===== src/verilog/simt_pkg.sv =====
// shared sizes, vector types and the transfer FSM encoding, imported by every RTL block and the testbench
package simt_pkg;

	// number of warp slots held by the scheduler
	localparam int num_warps = 4;

	// threads per warp, one mask bit each
	localparam int num_threads = 4;

	// stages between issue and retire
	localparam int pipe_depth = 3;

	// program counter of a warp
	typedef logic [31:0] pc_t;

	// index of a warp slot
	typedef logic [1:0] warp_id_t;

	// one bit per warp slot, used for active, barrier and stack-empty flags
	typedef logic [num_warps-1:0] warp_mask_t;

	// one bit per thread of a warp
	typedef logic [num_threads-1:0] thread_mask_t;

	// depth of the reconvergence stack that stands in for a real ipdom stack
	typedef logic [2:0] depth_t;

	// number of interrupt handlers that have run to completion
	typedef logic [15:0] irq_count_t;

	// every instruction is one word, so a warp moves on by four bytes per issue
	localparam pc_t inst_bytes = 32'd4;

	// the depth counter stops here on diverge and at zero on reconverge
	localparam depth_t depth_max = 3'd7;

	// states of the thread transfer FSM
	// idle     scheduling runs and the unit waits for a pending interrupt
	// drain    scheduling is paused until the issue pipeline is empty
	// handoff  one cycle in which the selected warp is offered to the scalar core
	// wait_isr the scalar core runs its handler until isr_done comes back
	typedef enum logic [1:0] {
		idle,
		drain,
		handoff,
		wait_isr
	} ttu_state_t;

endpackage


===== src/verilog/interrupt_ctl.sv =====
// interrupt controller with the enable register, the pending latch and the count of finished handlers
module interrupt_ctl (
	input logic clk,
	input logic reset,
	input logic cfg_we,
	input logic cfg_irq_enable,
	input logic irq,
	input logic irq_taken,
	input logic isr_finished,
	output logic irq_pending,
	output simt_pkg::irq_count_t irq_count
);
	import simt_pkg::*;

	// software enable, off after reset
	logic enable_q;

	always_ff @(posedge clk) begin
		if (reset) begin
			enable_q <= 1'b0;
		end else if (cfg_we) begin
			enable_q <= cfg_irq_enable;
		end
	end

	// the request stays pending for the whole transfer, so repeated irqs fold into it
	// the transfer unit marks it taken on the edge where it goes back to idle
	// clearing wins over an irq in that same cycle, which is merged with the finished one
	always_ff @(posedge clk) begin
		if (reset) begin
			irq_pending <= 1'b0;
		end else if (irq_taken) begin
			irq_pending <= 1'b0;
		end else if (irq && enable_q) begin
			irq_pending <= 1'b1;
		end
	end

	// only handlers that actually ran are counted, a transfer with no warp is not
	always_ff @(posedge clk) begin
		if (reset) begin
			irq_count <= '0;
		end else if (isr_finished) begin
			irq_count <= irq_count + irq_count_t'(1);
		end
	end

endmodule


===== src/verilog/issue_pipe.sv =====
// fixed-latency issue pipeline that retires warps and tells the transfer unit when it is empty
module issue_pipe (
	input logic clk,
	input logic reset,
	input logic issue_valid,
	input simt_pkg::warp_id_t issue_warp,
	input simt_pkg::pc_t issue_pc,
	output logic retire_valid,
	output simt_pkg::warp_id_t retire_warp,
	output simt_pkg::pc_t retire_pc,
	output logic no_pending_instructions
);
	import simt_pkg::*;

	// stage 0 is loaded from the issue register, the last stage retires
	logic [pipe_depth-1:0] valid_q;
	warp_id_t warp_q [pipe_depth];
	pc_t pc_q [pipe_depth];

	// the pipe never stalls, so every stage shifts on every edge
	always_ff @(posedge clk) begin
		if (reset) begin
			valid_q <= '0;
		end else begin
			valid_q <= {valid_q[pipe_depth-2:0], issue_valid};
		end
	end

	// payload follows the valids without a reset of its own
	always_ff @(posedge clk) begin
		warp_q[0] <= issue_warp;
		pc_q[0] <= issue_pc;
		for (int i = 1; i < pipe_depth; i++) begin
			warp_q[i] <= warp_q[i-1];
			pc_q[i] <= pc_q[i-1];
		end
	end

	assign retire_valid = valid_q[pipe_depth-1];
	assign retire_warp = warp_q[pipe_depth-1];
	assign retire_pc = pc_q[pipe_depth-1];

	// a warp sitting in the issue register is about to enter stage 0, so it counts as pending
	assign no_pending_instructions = !(issue_valid || (|valid_q));

endmodule


===== src/verilog/simt_core_top.sv =====
// top level of the SIMT scheduler with its thread transfer path, the DUT seen by the testbench
module simt_core_top (
	input logic clk,
	input logic reset,
	input logic launch,
	input simt_pkg::warp_id_t launch_warp,
	input simt_pkg::pc_t launch_pc,
	input simt_pkg::thread_mask_t launch_mask,
	input logic barrier_arrive,
	input simt_pkg::warp_id_t barrier_warp,
	input logic barrier_release,
	input logic diverge,
	input logic reconverge,
	input simt_pkg::warp_id_t div_warp,
	input logic cfg_we,
	input logic cfg_irq_enable,
	input logic irq,
	input logic isr_done,
	output logic issue_valid,
	output simt_pkg::warp_id_t issue_warp,
	output simt_pkg::pc_t issue_pc,
	output logic retire_valid,
	output simt_pkg::warp_id_t retire_warp,
	output simt_pkg::pc_t retire_pc,
	output logic pause_scheduling,
	output logic xfer_valid,
	output simt_pkg::warp_id_t xfer_warp,
	output simt_pkg::pc_t xfer_pc,
	output simt_pkg::thread_mask_t xfer_mask,
	output logic xfer_none,
	output simt_pkg::irq_count_t irq_count
);
	import simt_pkg::*;

	// interrupt controller and transfer unit handshake
	logic irq_pending;
	logic irq_taken;
	logic isr_finished;

	// warp state read by the transfer unit
	warp_mask_t warp_active;
	warp_mask_t warp_barriered;
	warp_mask_t warp_stack_empty;
	pc_t warp_pc [num_warps];
	thread_mask_t warp_mask [num_warps];

	logic no_pending_instructions;

	warp_table i_warp_table (
		.clk              (clk),
		.reset            (reset),
		.launch           (launch),
		.launch_warp      (launch_warp),
		.launch_pc        (launch_pc),
		.launch_mask      (launch_mask),
		.barrier_arrive   (barrier_arrive),
		.barrier_warp     (barrier_warp),
		.barrier_release  (barrier_release),
		.diverge          (diverge),
		.reconverge       (reconverge),
		.div_warp         (div_warp),
		.pause_scheduling (pause_scheduling),
		.issue_valid      (issue_valid),
		.issue_warp       (issue_warp),
		.issue_pc         (issue_pc),
		.warp_active      (warp_active),
		.warp_barriered   (warp_barriered),
		.warp_stack_empty (warp_stack_empty),
		.warp_pc          (warp_pc),
		.warp_mask        (warp_mask)
	);

	issue_pipe i_issue_pipe (
		.clk                     (clk),
		.reset                   (reset),
		.issue_valid             (issue_valid),
		.issue_warp              (issue_warp),
		.issue_pc                (issue_pc),
		.retire_valid            (retire_valid),
		.retire_warp             (retire_warp),
		.retire_pc               (retire_pc),
		.no_pending_instructions (no_pending_instructions)
	);

	interrupt_ctl i_interrupt_ctl (
		.clk            (clk),
		.reset          (reset),
		.cfg_we         (cfg_we),
		.cfg_irq_enable (cfg_irq_enable),
		.irq            (irq),
		.irq_taken      (irq_taken),
		.isr_finished   (isr_finished),
		.irq_pending    (irq_pending),
		.irq_count      (irq_count)
	);

	thread_transfer_unit i_thread_transfer_unit (
		.clk                     (clk),
		.reset                   (reset),
		.irq_pending             (irq_pending),
		.no_pending_instructions (no_pending_instructions),
		.isr_done                (isr_done),
		.warp_active             (warp_active),
		.warp_barriered          (warp_barriered),
		.warp_stack_empty        (warp_stack_empty),
		.warp_pc                 (warp_pc),
		.warp_mask               (warp_mask),
		.pause_scheduling        (pause_scheduling),
		.irq_taken               (irq_taken),
		.isr_finished            (isr_finished),
		.xfer_valid              (xfer_valid),
		.xfer_none               (xfer_none),
		.xfer_warp               (xfer_warp),
		.xfer_pc                 (xfer_pc),
		.xfer_mask               (xfer_mask)
	);

endmodule


===== src/verilog/thread_transfer_unit.sv =====
// transfer FSM that pauses the scheduler, waits for drain and hands one warp to the scalar core
module thread_transfer_unit (
	input logic clk,
	input logic reset,
	input logic irq_pending,
	input logic no_pending_instructions,
	input logic isr_done,
	input simt_pkg::warp_mask_t warp_active,
	input simt_pkg::warp_mask_t warp_barriered,
	input simt_pkg::warp_mask_t warp_stack_empty,
	input simt_pkg::pc_t warp_pc [simt_pkg::num_warps],
	input simt_pkg::thread_mask_t warp_mask [simt_pkg::num_warps],
	output logic pause_scheduling,
	output logic irq_taken,
	output logic isr_finished,
	output logic xfer_valid,
	output logic xfer_none,
	output simt_pkg::warp_id_t xfer_warp,
	output simt_pkg::pc_t xfer_pc,
	output simt_pkg::thread_mask_t xfer_mask
);
	import simt_pkg::*;

	ttu_state_t state_q;
	ttu_state_t state_d;

	warp_mask_t eligible;
	warp_id_t sel;
	logic drained;

	// a warp can move to the scalar core only when it is converged and free to run
	assign eligible = warp_active & ~warp_barriered & warp_stack_empty;

	// priority search, the lowest index wins
	always_comb begin
		sel = '0;
		for (int i = num_warps - 1; i >= 0; i--) begin
			if (eligible[i]) begin
				sel = warp_id_t'(i);
			end
		end
	end

	assign drained = (state_q == drain) && no_pending_instructions;

	always_comb begin
		state_d = state_q;
		unique case (state_q)
			idle: begin
				if (irq_pending) begin
					state_d = drain;
				end
			end
			drain: begin
				if (no_pending_instructions) begin
					state_d = handoff;
				end
			end
			handoff: begin
				// xfer_valid already holds the outcome of the search
				state_d = xfer_valid ? wait_isr : idle;
			end
			wait_isr: begin
				if (isr_done) begin
					state_d = idle;
				end
			end
			default: begin
				state_d = idle;
			end
		endcase
	end

	always_ff @(posedge clk) begin
		if (reset) begin
			state_q <= idle;
		end else begin
			state_q <= state_d;
		end
	end

	// the outcome is registered at the end of drain so it shows during the handoff cycle
	always_ff @(posedge clk) begin
		if (reset) begin
			xfer_valid <= 1'b0;
			xfer_none <= 1'b0;
		end else begin
			xfer_valid <= drained && (|eligible);
			xfer_none <= drained && !(|eligible);
		end
	end

	// the PC handed out is the one the warp will resume from, since issue is frozen here
	always_ff @(posedge clk) begin
		if (drained) begin
			xfer_warp <= sel;
			xfer_pc <= warp_pc[sel];
			xfer_mask <= warp_mask[sel];
		end
	end

	assign pause_scheduling = (state_q != idle);

	// handler completion is only accepted while waiting for it
	assign isr_finished = (state_q == wait_isr) && isr_done;

	// the request is consumed when the unit goes back to idle, with or without a handler
	assign irq_taken = isr_finished || ((state_q == handoff) && xfer_none);

endmodule


===== src/verilog/warp_table.sv =====
// per-warp scheduler state with a round-robin issue selector, driven by the SIMT core top level
module warp_table (
	input logic clk,
	input logic reset,
	input logic launch,
	input simt_pkg::warp_id_t launch_warp,
	input simt_pkg::pc_t launch_pc,
	input simt_pkg::thread_mask_t launch_mask,
	input logic barrier_arrive,
	input simt_pkg::warp_id_t barrier_warp,
	input logic barrier_release,
	input logic diverge,
	input logic reconverge,
	input simt_pkg::warp_id_t div_warp,
	input logic pause_scheduling,
	output logic issue_valid,
	output simt_pkg::warp_id_t issue_warp,
	output simt_pkg::pc_t issue_pc,
	output simt_pkg::warp_mask_t warp_active,
	output simt_pkg::warp_mask_t warp_barriered,
	output simt_pkg::warp_mask_t warp_stack_empty,
	output simt_pkg::pc_t warp_pc [simt_pkg::num_warps],
	output simt_pkg::thread_mask_t warp_mask [simt_pkg::num_warps]
);
	import simt_pkg::*;

	// next PC and thread mask of every slot
	pc_t pc_q [num_warps];
	thread_mask_t mask_q [num_warps];

	// control flags, cleared by reset
	warp_mask_t active_q;
	warp_mask_t barrier_q;
	depth_t depth_q [num_warps];

	// slot that issued last, the search starts just after it
	warp_id_t last_q;

	warp_mask_t issuable;
	warp_mask_t launch_onehot;
	warp_mask_t arrive_onehot;
	warp_id_t sel;
	logic sel_found;
	logic issue_fire;

	// a warp may issue once launched unless it sits at a barrier
	assign issuable = active_q & ~barrier_q;

	assign launch_onehot = launch ? (warp_mask_t'(1) << launch_warp) : '0;
	assign arrive_onehot = barrier_arrive ? (warp_mask_t'(1) << barrier_warp) : '0;

	// walk the slots starting after the last issuer, wrapping back to it at the end
	always_comb begin
		warp_id_t cand;
		sel = last_q;
		sel_found = 1'b0;
		for (int i = 1; i <= num_warps; i++) begin
			cand = last_q + warp_id_t'(i);
			if (!sel_found && issuable[cand]) begin
				sel = cand;
				sel_found = 1'b1;
			end
		end
	end

	// nothing new leaves the table while the transfer unit holds scheduling
	assign issue_fire = sel_found && !pause_scheduling;

	always_ff @(posedge clk) begin
		if (reset) begin
			issue_valid <= 1'b0;
			last_q <= warp_id_t'(num_warps - 1);
		end else begin
			issue_valid <= issue_fire;
			if (issue_fire) begin
				last_q <= sel;
			end
		end
	end

	// the issue payload carries the PC before it is advanced
	always_ff @(posedge clk) begin
		if (issue_fire) begin
			issue_warp <= sel;
			issue_pc <= pc_q[sel];
		end
	end

	// a launch loads the slot and wins over an issue from the same slot
	always_ff @(posedge clk) begin
		for (int i = 0; i < num_warps; i++) begin
			if (launch && launch_warp == warp_id_t'(i)) begin
				pc_q[i] <= launch_pc;
				mask_q[i] <= launch_mask;
			end else if (issue_fire && sel == warp_id_t'(i)) begin
				pc_q[i] <= pc_q[i] + inst_bytes;
			end
		end
	end

	// warps never exit here, so only reset clears the active bits
	// release frees every barrier, then a new arrival is applied on top of it
	// a freshly launched warp starts outside any barrier
	always_ff @(posedge clk) begin
		if (reset) begin
			active_q <= '0;
			barrier_q <= '0;
		end else begin
			active_q <= active_q | launch_onehot;
			barrier_q <= ((barrier_release ? '0 : barrier_q) | arrive_onehot) & ~launch_onehot;
		end
	end

	// diverge and reconverge together on one warp cancel out
	always_ff @(posedge clk) begin
		if (reset) begin
			for (int i = 0; i < num_warps; i++) begin
				depth_q[i] <= '0;
			end
		end else begin
			for (int i = 0; i < num_warps; i++) begin
				if (launch_onehot[i]) begin
					depth_q[i] <= '0;
				end else if (div_warp == warp_id_t'(i)) begin
					if (diverge && !reconverge && depth_q[i] != depth_max) begin
						depth_q[i] <= depth_q[i] + depth_t'(1);
					end else if (reconverge && !diverge && depth_q[i] != '0) begin
						depth_q[i] <= depth_q[i] - depth_t'(1);
					end
				end
			end
		end
	end

	// the transfer unit reads the raw slot state
	always_comb begin
		for (int i = 0; i < num_warps; i++) begin
			warp_stack_empty[i] = (depth_q[i] == '0);
			warp_pc[i] = pc_q[i];
			warp_mask[i] = mask_q[i];
		end
	end

	assign warp_active = active_q;
	assign warp_barriered = barrier_q;

endmodule

===== config.mk =====
export PLATFORM = sky130hd
export DESIGN_NAME = simt_core_top
export DESIGN_NICKNAME = d
export VERILOG_FILES = /design/src/verilog/simt_pkg.sv /design/src/verilog/interrupt_ctl.sv /design/src/verilog/issue_pipe.sv /design/src/verilog/simt_core_top.sv /design/src/verilog/thread_transfer_unit.sv /design/src/verilog/warp_table.sv
export SDC_FILE = /design/constraint.sdc
export NUM_CORES = 1
export LEC_CHECK = 0
export BUFFER_PORTS_ARGS = -buffer_cell sky130_fd_sc_hd__buf_2
export CAP_MARGIN = 30
export CORE_AREA = 2 2 240 242
export DETAILED_ROUTE_END_ITERATION = 12
export DIE_AREA = 0 0 242 244
export PLACE_DENSITY_LB_ADDON = 0.25
export SETUP_SLACK_MARGIN = 0.02
export SLEW_MARGIN = 15
export SYNTH_ARGS = -nofsm -noshare
export SYNTH_HDL_FRONTEND = slang
export SYNTH_SLANG_ARGS = --single-unit

===== constraint.sdc =====
create_clock -name clk -period 5.1 [get_ports clk]
set_clock_uncertainty 0.2 [all_clocks]
set_input_delay 0.765 -clock clk [delete_from_list [all_inputs] [get_ports clk]]
set_output_delay 0.765 -clock clk [all_outputs]
set_load 0.02 [all_outputs]

==> results.sh <==
export IMPL_die_h_um=244
export IMPL_cp_start_kind="flop"
export IMPL_critPathBufInv=1
export IMPL_synth_seq_cells=366
export IMPL_reg2regPathDepth=7
export IMPL_syn_inst=1442
export IMPL_ir_drop_mv=0.239
export IMPL_grt_total_usage_pct=14.7
export IMPL_p_sw_mw=2.12
export IMPL_design_area_sq_mm=0.0198
export IMPL_path_delay_family="simple AND/OR/NAND/NOR gates"
export IMPL_netlist_top_cells_area="edfxtp_1 41%, dfxtp_1 16%, mux2i_1 6.4%, xnor2_1 4.0%, nand2_1 3.6%"
export IMPL_yosys_top_cells_count="228 x edfxtp_1, 163 x nand2_1, 138 x dfxtp_1, 107 x mux2i_1, 79 x nor2_1"
export IMPL_cpMaxStageDelayCell="or3_2"
export IMPL_vias=11400
export IMPL_die_area_sq_mm=0.0590
export IMPL_finalNonFillerCells=2387
export IMPL_cts_sinks=366
export IMPL_dp_hpwl_um=30400
export IMPL_post_synth_top_count_cell="edfxtp_1"
export IMPL_slowest_delay_ns=0.85
export IMPL_vias_per_cell=4.77
export IMPL_period_share_pct=68.2
export IMPL_holdPathEnd="i_issue_pipe.pc_q[0][56]"
export IMPL_critPathCaptureType="flop"
export IMPL_row_count=87
export IMPL_max_freq_mhz=288
export IMPL_antenna_found_initial=8
export IMPL_cts_hold_buf=0
export IMPL_numCtsBuffers=44
export IMPL_netlist_area_sq_mm=0.0168
export IMPL_arrival_ns=3.59
export IMPL_drt_total_wl_um=43800
export IMPL_drive_above_1_share_pct=21.2
export IMPL_synth_nets=1516
export IMPL_cp_cell_sequence="nand2b_1, and2_1, a31o_2, inv_2, nand2_1, or3_2, mux2_1"
export IMPL_clockBufferDepth=3
export IMPL_avgSynthCellArea_sq_um=11.7
export IMPL_timing_rr_end="i_warp_table.pc_q[1][18]"
export IMPL_hp_class="flop to flop"
export IMPL_clk_pin_slew_ns=0.06
export IMPL_combPwrFrac_pct=13.3
export IMPL_coreArea_sq_mm=0.0562
export IMPL_remaining_drc_errors=0
export IMPL_nets=1666
export IMPL_cts_resized=0
export IMPL_initial_core_util_pct=30.0
export IMPL_pwr_share_clk_pct=39.3
export IMPL_worst_skew_pair_late_latency_ns=0.58
export IMPL_synth_edff_count=228
export IMPL_firstDrtPassIters=4
export IMPL_critical_path_class="flop to flop"
export IMPL_async_flop_share_pct=0
export IMPL_gr_total_overflow=0
export IMPL_yosys_most_used_dff="edfxtp_1"
export IMPL_ys_seq_area_share_pct=57.0
export IMPL_post_dp_cell_area_sq_mm=0.0184
export IMPL_drt_iter0_drc=655
export IMPL_final_setup_viol_count=0
export IMPL_yosysUniqueCellTypes=51
export IMPL_portBuffers=179
export IMPL_cts_root_buf="clkbuf_16"
export IMPL_grt_pass1_vias=11400
export IMPL_grt_pass1_wl_um=67800
export IMPL_yosys_warnings=0
export IMPL_reg2reg_from="i_warp_table.warp_barriered[0]"
export IMPL_internal_power_mw=5.75
export IMPL_ant_nets=0
export IMPL_synth_largest_area_cell="edfxtp_1"
export IMPL_grt_setup_unrepaired="false"
export IMPL_postCtsSetupRepairBufs=0
export IMPL_cts_max_level=2
export IMPL_cp_required_ns=5.22
export IMPL_final_fill_count=5635
export IMPL_p_seq_share_pct=47.4
export IMPL_swShare_pct=27.0
export IMPL_grt_start_max_net_pins=74
export IMPL_finalSetupTns_ns=0
export IMPL_hold_start="i_issue_pipe.pc_q[0][24]"
export IMPL_gp_congestion=0.791
export IMPL_die_width_um=242
export IMPL_report_final_hold_viol_count=0
export IMPL_holdPathStages=0
export IMPL_reg2reg_slack_ns=1.62
export IMPL_area_growth_pct=17.8
export IMPL_place_inst=2300
export IMPL_power_density_mw_per_mm2=397
export IMPL_maxCapViolCount=0
export IMPL_routedWlPerCell_um=18.3
export IMPL_ioPinCount=180
export IMPL_slew_headroom_pct=38.2
export IMPL_drv_slew=0
export IMPL_cts_tree="built"
export IMPL_status="finished clean"
export IMPL_leakage_nw=7.72
export IMPL_yosysTopAreaCellShare_pct=40.6
export IMPL_finalCriticalPeriod_ns=3.48
export IMPL_worst_pin_slew_ns=0.923
export IMPL_critical_path_max_fanout=30
logic make-up (layout without fill, tap and decap cells):
| logic type | count (synthesis) | after routing | share of synthesized area (%) |
|---|---|---|---|
| AND/OR/NAND/NOR | 471 | 471 | 13.7 |
| flip-flops | 366 | 366 | 57.0 |
| multiplexers | 191 | 191 | 12.0 |
| AO/OA/AOI/OAI | 142 | 142 | 5.48 |
| XOR/XNOR | 127 | 127 | 6.60 |
| buffers and inverters | 124 | 310 | 3.61 |
| adder cells (fa/ha/maj) | 21 | 21 | 1.56 |
| other | 0 | 3 | 0 |
per-layer routing:
metal	vias to the layer above	global-route usage, %	wire [um]
met5	-	0	69
met4	10	4.01	946
met3	80	4.03	2600
met2	263	24.5	20600
met1	5563	18.7	19600
li1	5461	-	-
cell type report:
class                   instances  area [sq um]  area share, %
clock inverters                21           144          0.725
well taps                     756           946           4.77
diodes                          3          7.51         0.0378
inverters                      26          98.8          0.498
clock buffers                  61          1280           6.44
repair buffers                202          1090           5.47
multi-input cells             952          6670           33.6
flip-flops and latches        366          9610           48.4
registers in the layout (all words and copies together) (netlist names), 3 cells and up:
register,flops
i_warp_table.issue_pc,32
i_warp_table.warp_barriered,4
i_interrupt_ctl.irq_count,16
i_thread_transfer_unit.xfer_mask,4
i_thread_transfer_unit.xfer_pc,32
i_issue_pipe.warp_q,6
i_warp_table.depth_q,12
i_warp_table.warp_active,4
i_issue_pipe.valid_q,3
i_warp_table.pc_q,128
i_warp_table.mask_q,16
i_issue_pipe.pc_q,96
worst reg2reg max path: stages, from the launching register on:
cell      delay, ns
dfxtp_1        0.31
nand2b_1       0.23
and2_1         0.23
a31o_2         0.30
inv_2          0.39
nand2_1        0.23
or3_2          0.85
mux2_1         0.48
worst max path at each step:
stage / start / to / slack [ns] / depth (start not counted)
6_report: i_warp_table.warp_barriered[0] / i_warp_table.pc_q[1][18] / 1.62 / 7
5_1_grt: i_warp_table.warp_barriered[0] / i_warp_table.pc_q[1][17] / 1.41 / 7
4_1_cts: i_warp_table.last_q[1] / i_warp_table.pc_q[2][16] / 1.58 / 7
3_5_place_dp: i_warp_table.last_q[1] / i_warp_table.pc_q[2][16] / 1.61 / 7
3_3_place_gp: i_warp_table.last_q[1] / i_warp_table.pc_q[2][14] / 1.68 / 7
2_1_floorplan: i_warp_table.warp_barriered[1] / i_warp_table.pc_q[0][10] / 0.40 / 6
layout by cell type (no fill, tap or decap), types with 16 or more instances in the layout:
cell type / netlist / layout
inv_1: 25 / 22
nand3_1: 52 / 52
a211oi_1: 38 / 38
xnor2_1: 76 / 76
mux2_1: 31 / 31
nor3_1: 17 / 16
ha_1: 21 / 21
clkbuf_16: 0 / 47
nor2_1: 79 / 78
buf_2: 12 / 180
xor2_1: 51 / 51
buf_4: 34 / 20
mux2i_1: 107 / 107
a31oi_1: 36 / 36
nand2_1: 163 / 163
o21ai_0: 34 / 33
edfxtp_1: 228 / 228
mux2_2: 53 / 53
nand4_1: 28 / 28
and2_1: 44 / 44
dfxtp_1: 138 / 138
and3_1: 21 / 21
stage by stage:
step                hold WS [ns]  utilization [%]  setup slack, ns  power, mW
finish                     0.117             35.3             1.62       7.88
global route               0.122             35.3             1.41       8.24
CTS                        0.118             35.3             1.58       8.01
detailed placement         0.112             32.7             1.61       4.86
global placement           0.110             32.7             1.68       4.84
floorplan                  0.110                -            0.403       4.53
power by group through the flow:
stage	Sequential (mW)	Clock, mW	Combinational, mW
after floorplan	3.80	0	0.723
after global placement	3.79	0	1.04
after detailed placement	3.80	0	1.06
after CTS	3.74	3.20	1.06
after global routing	3.78	3.32	1.14
final	3.74	3.10	1.05
Power figures use the tool's default switching activity.
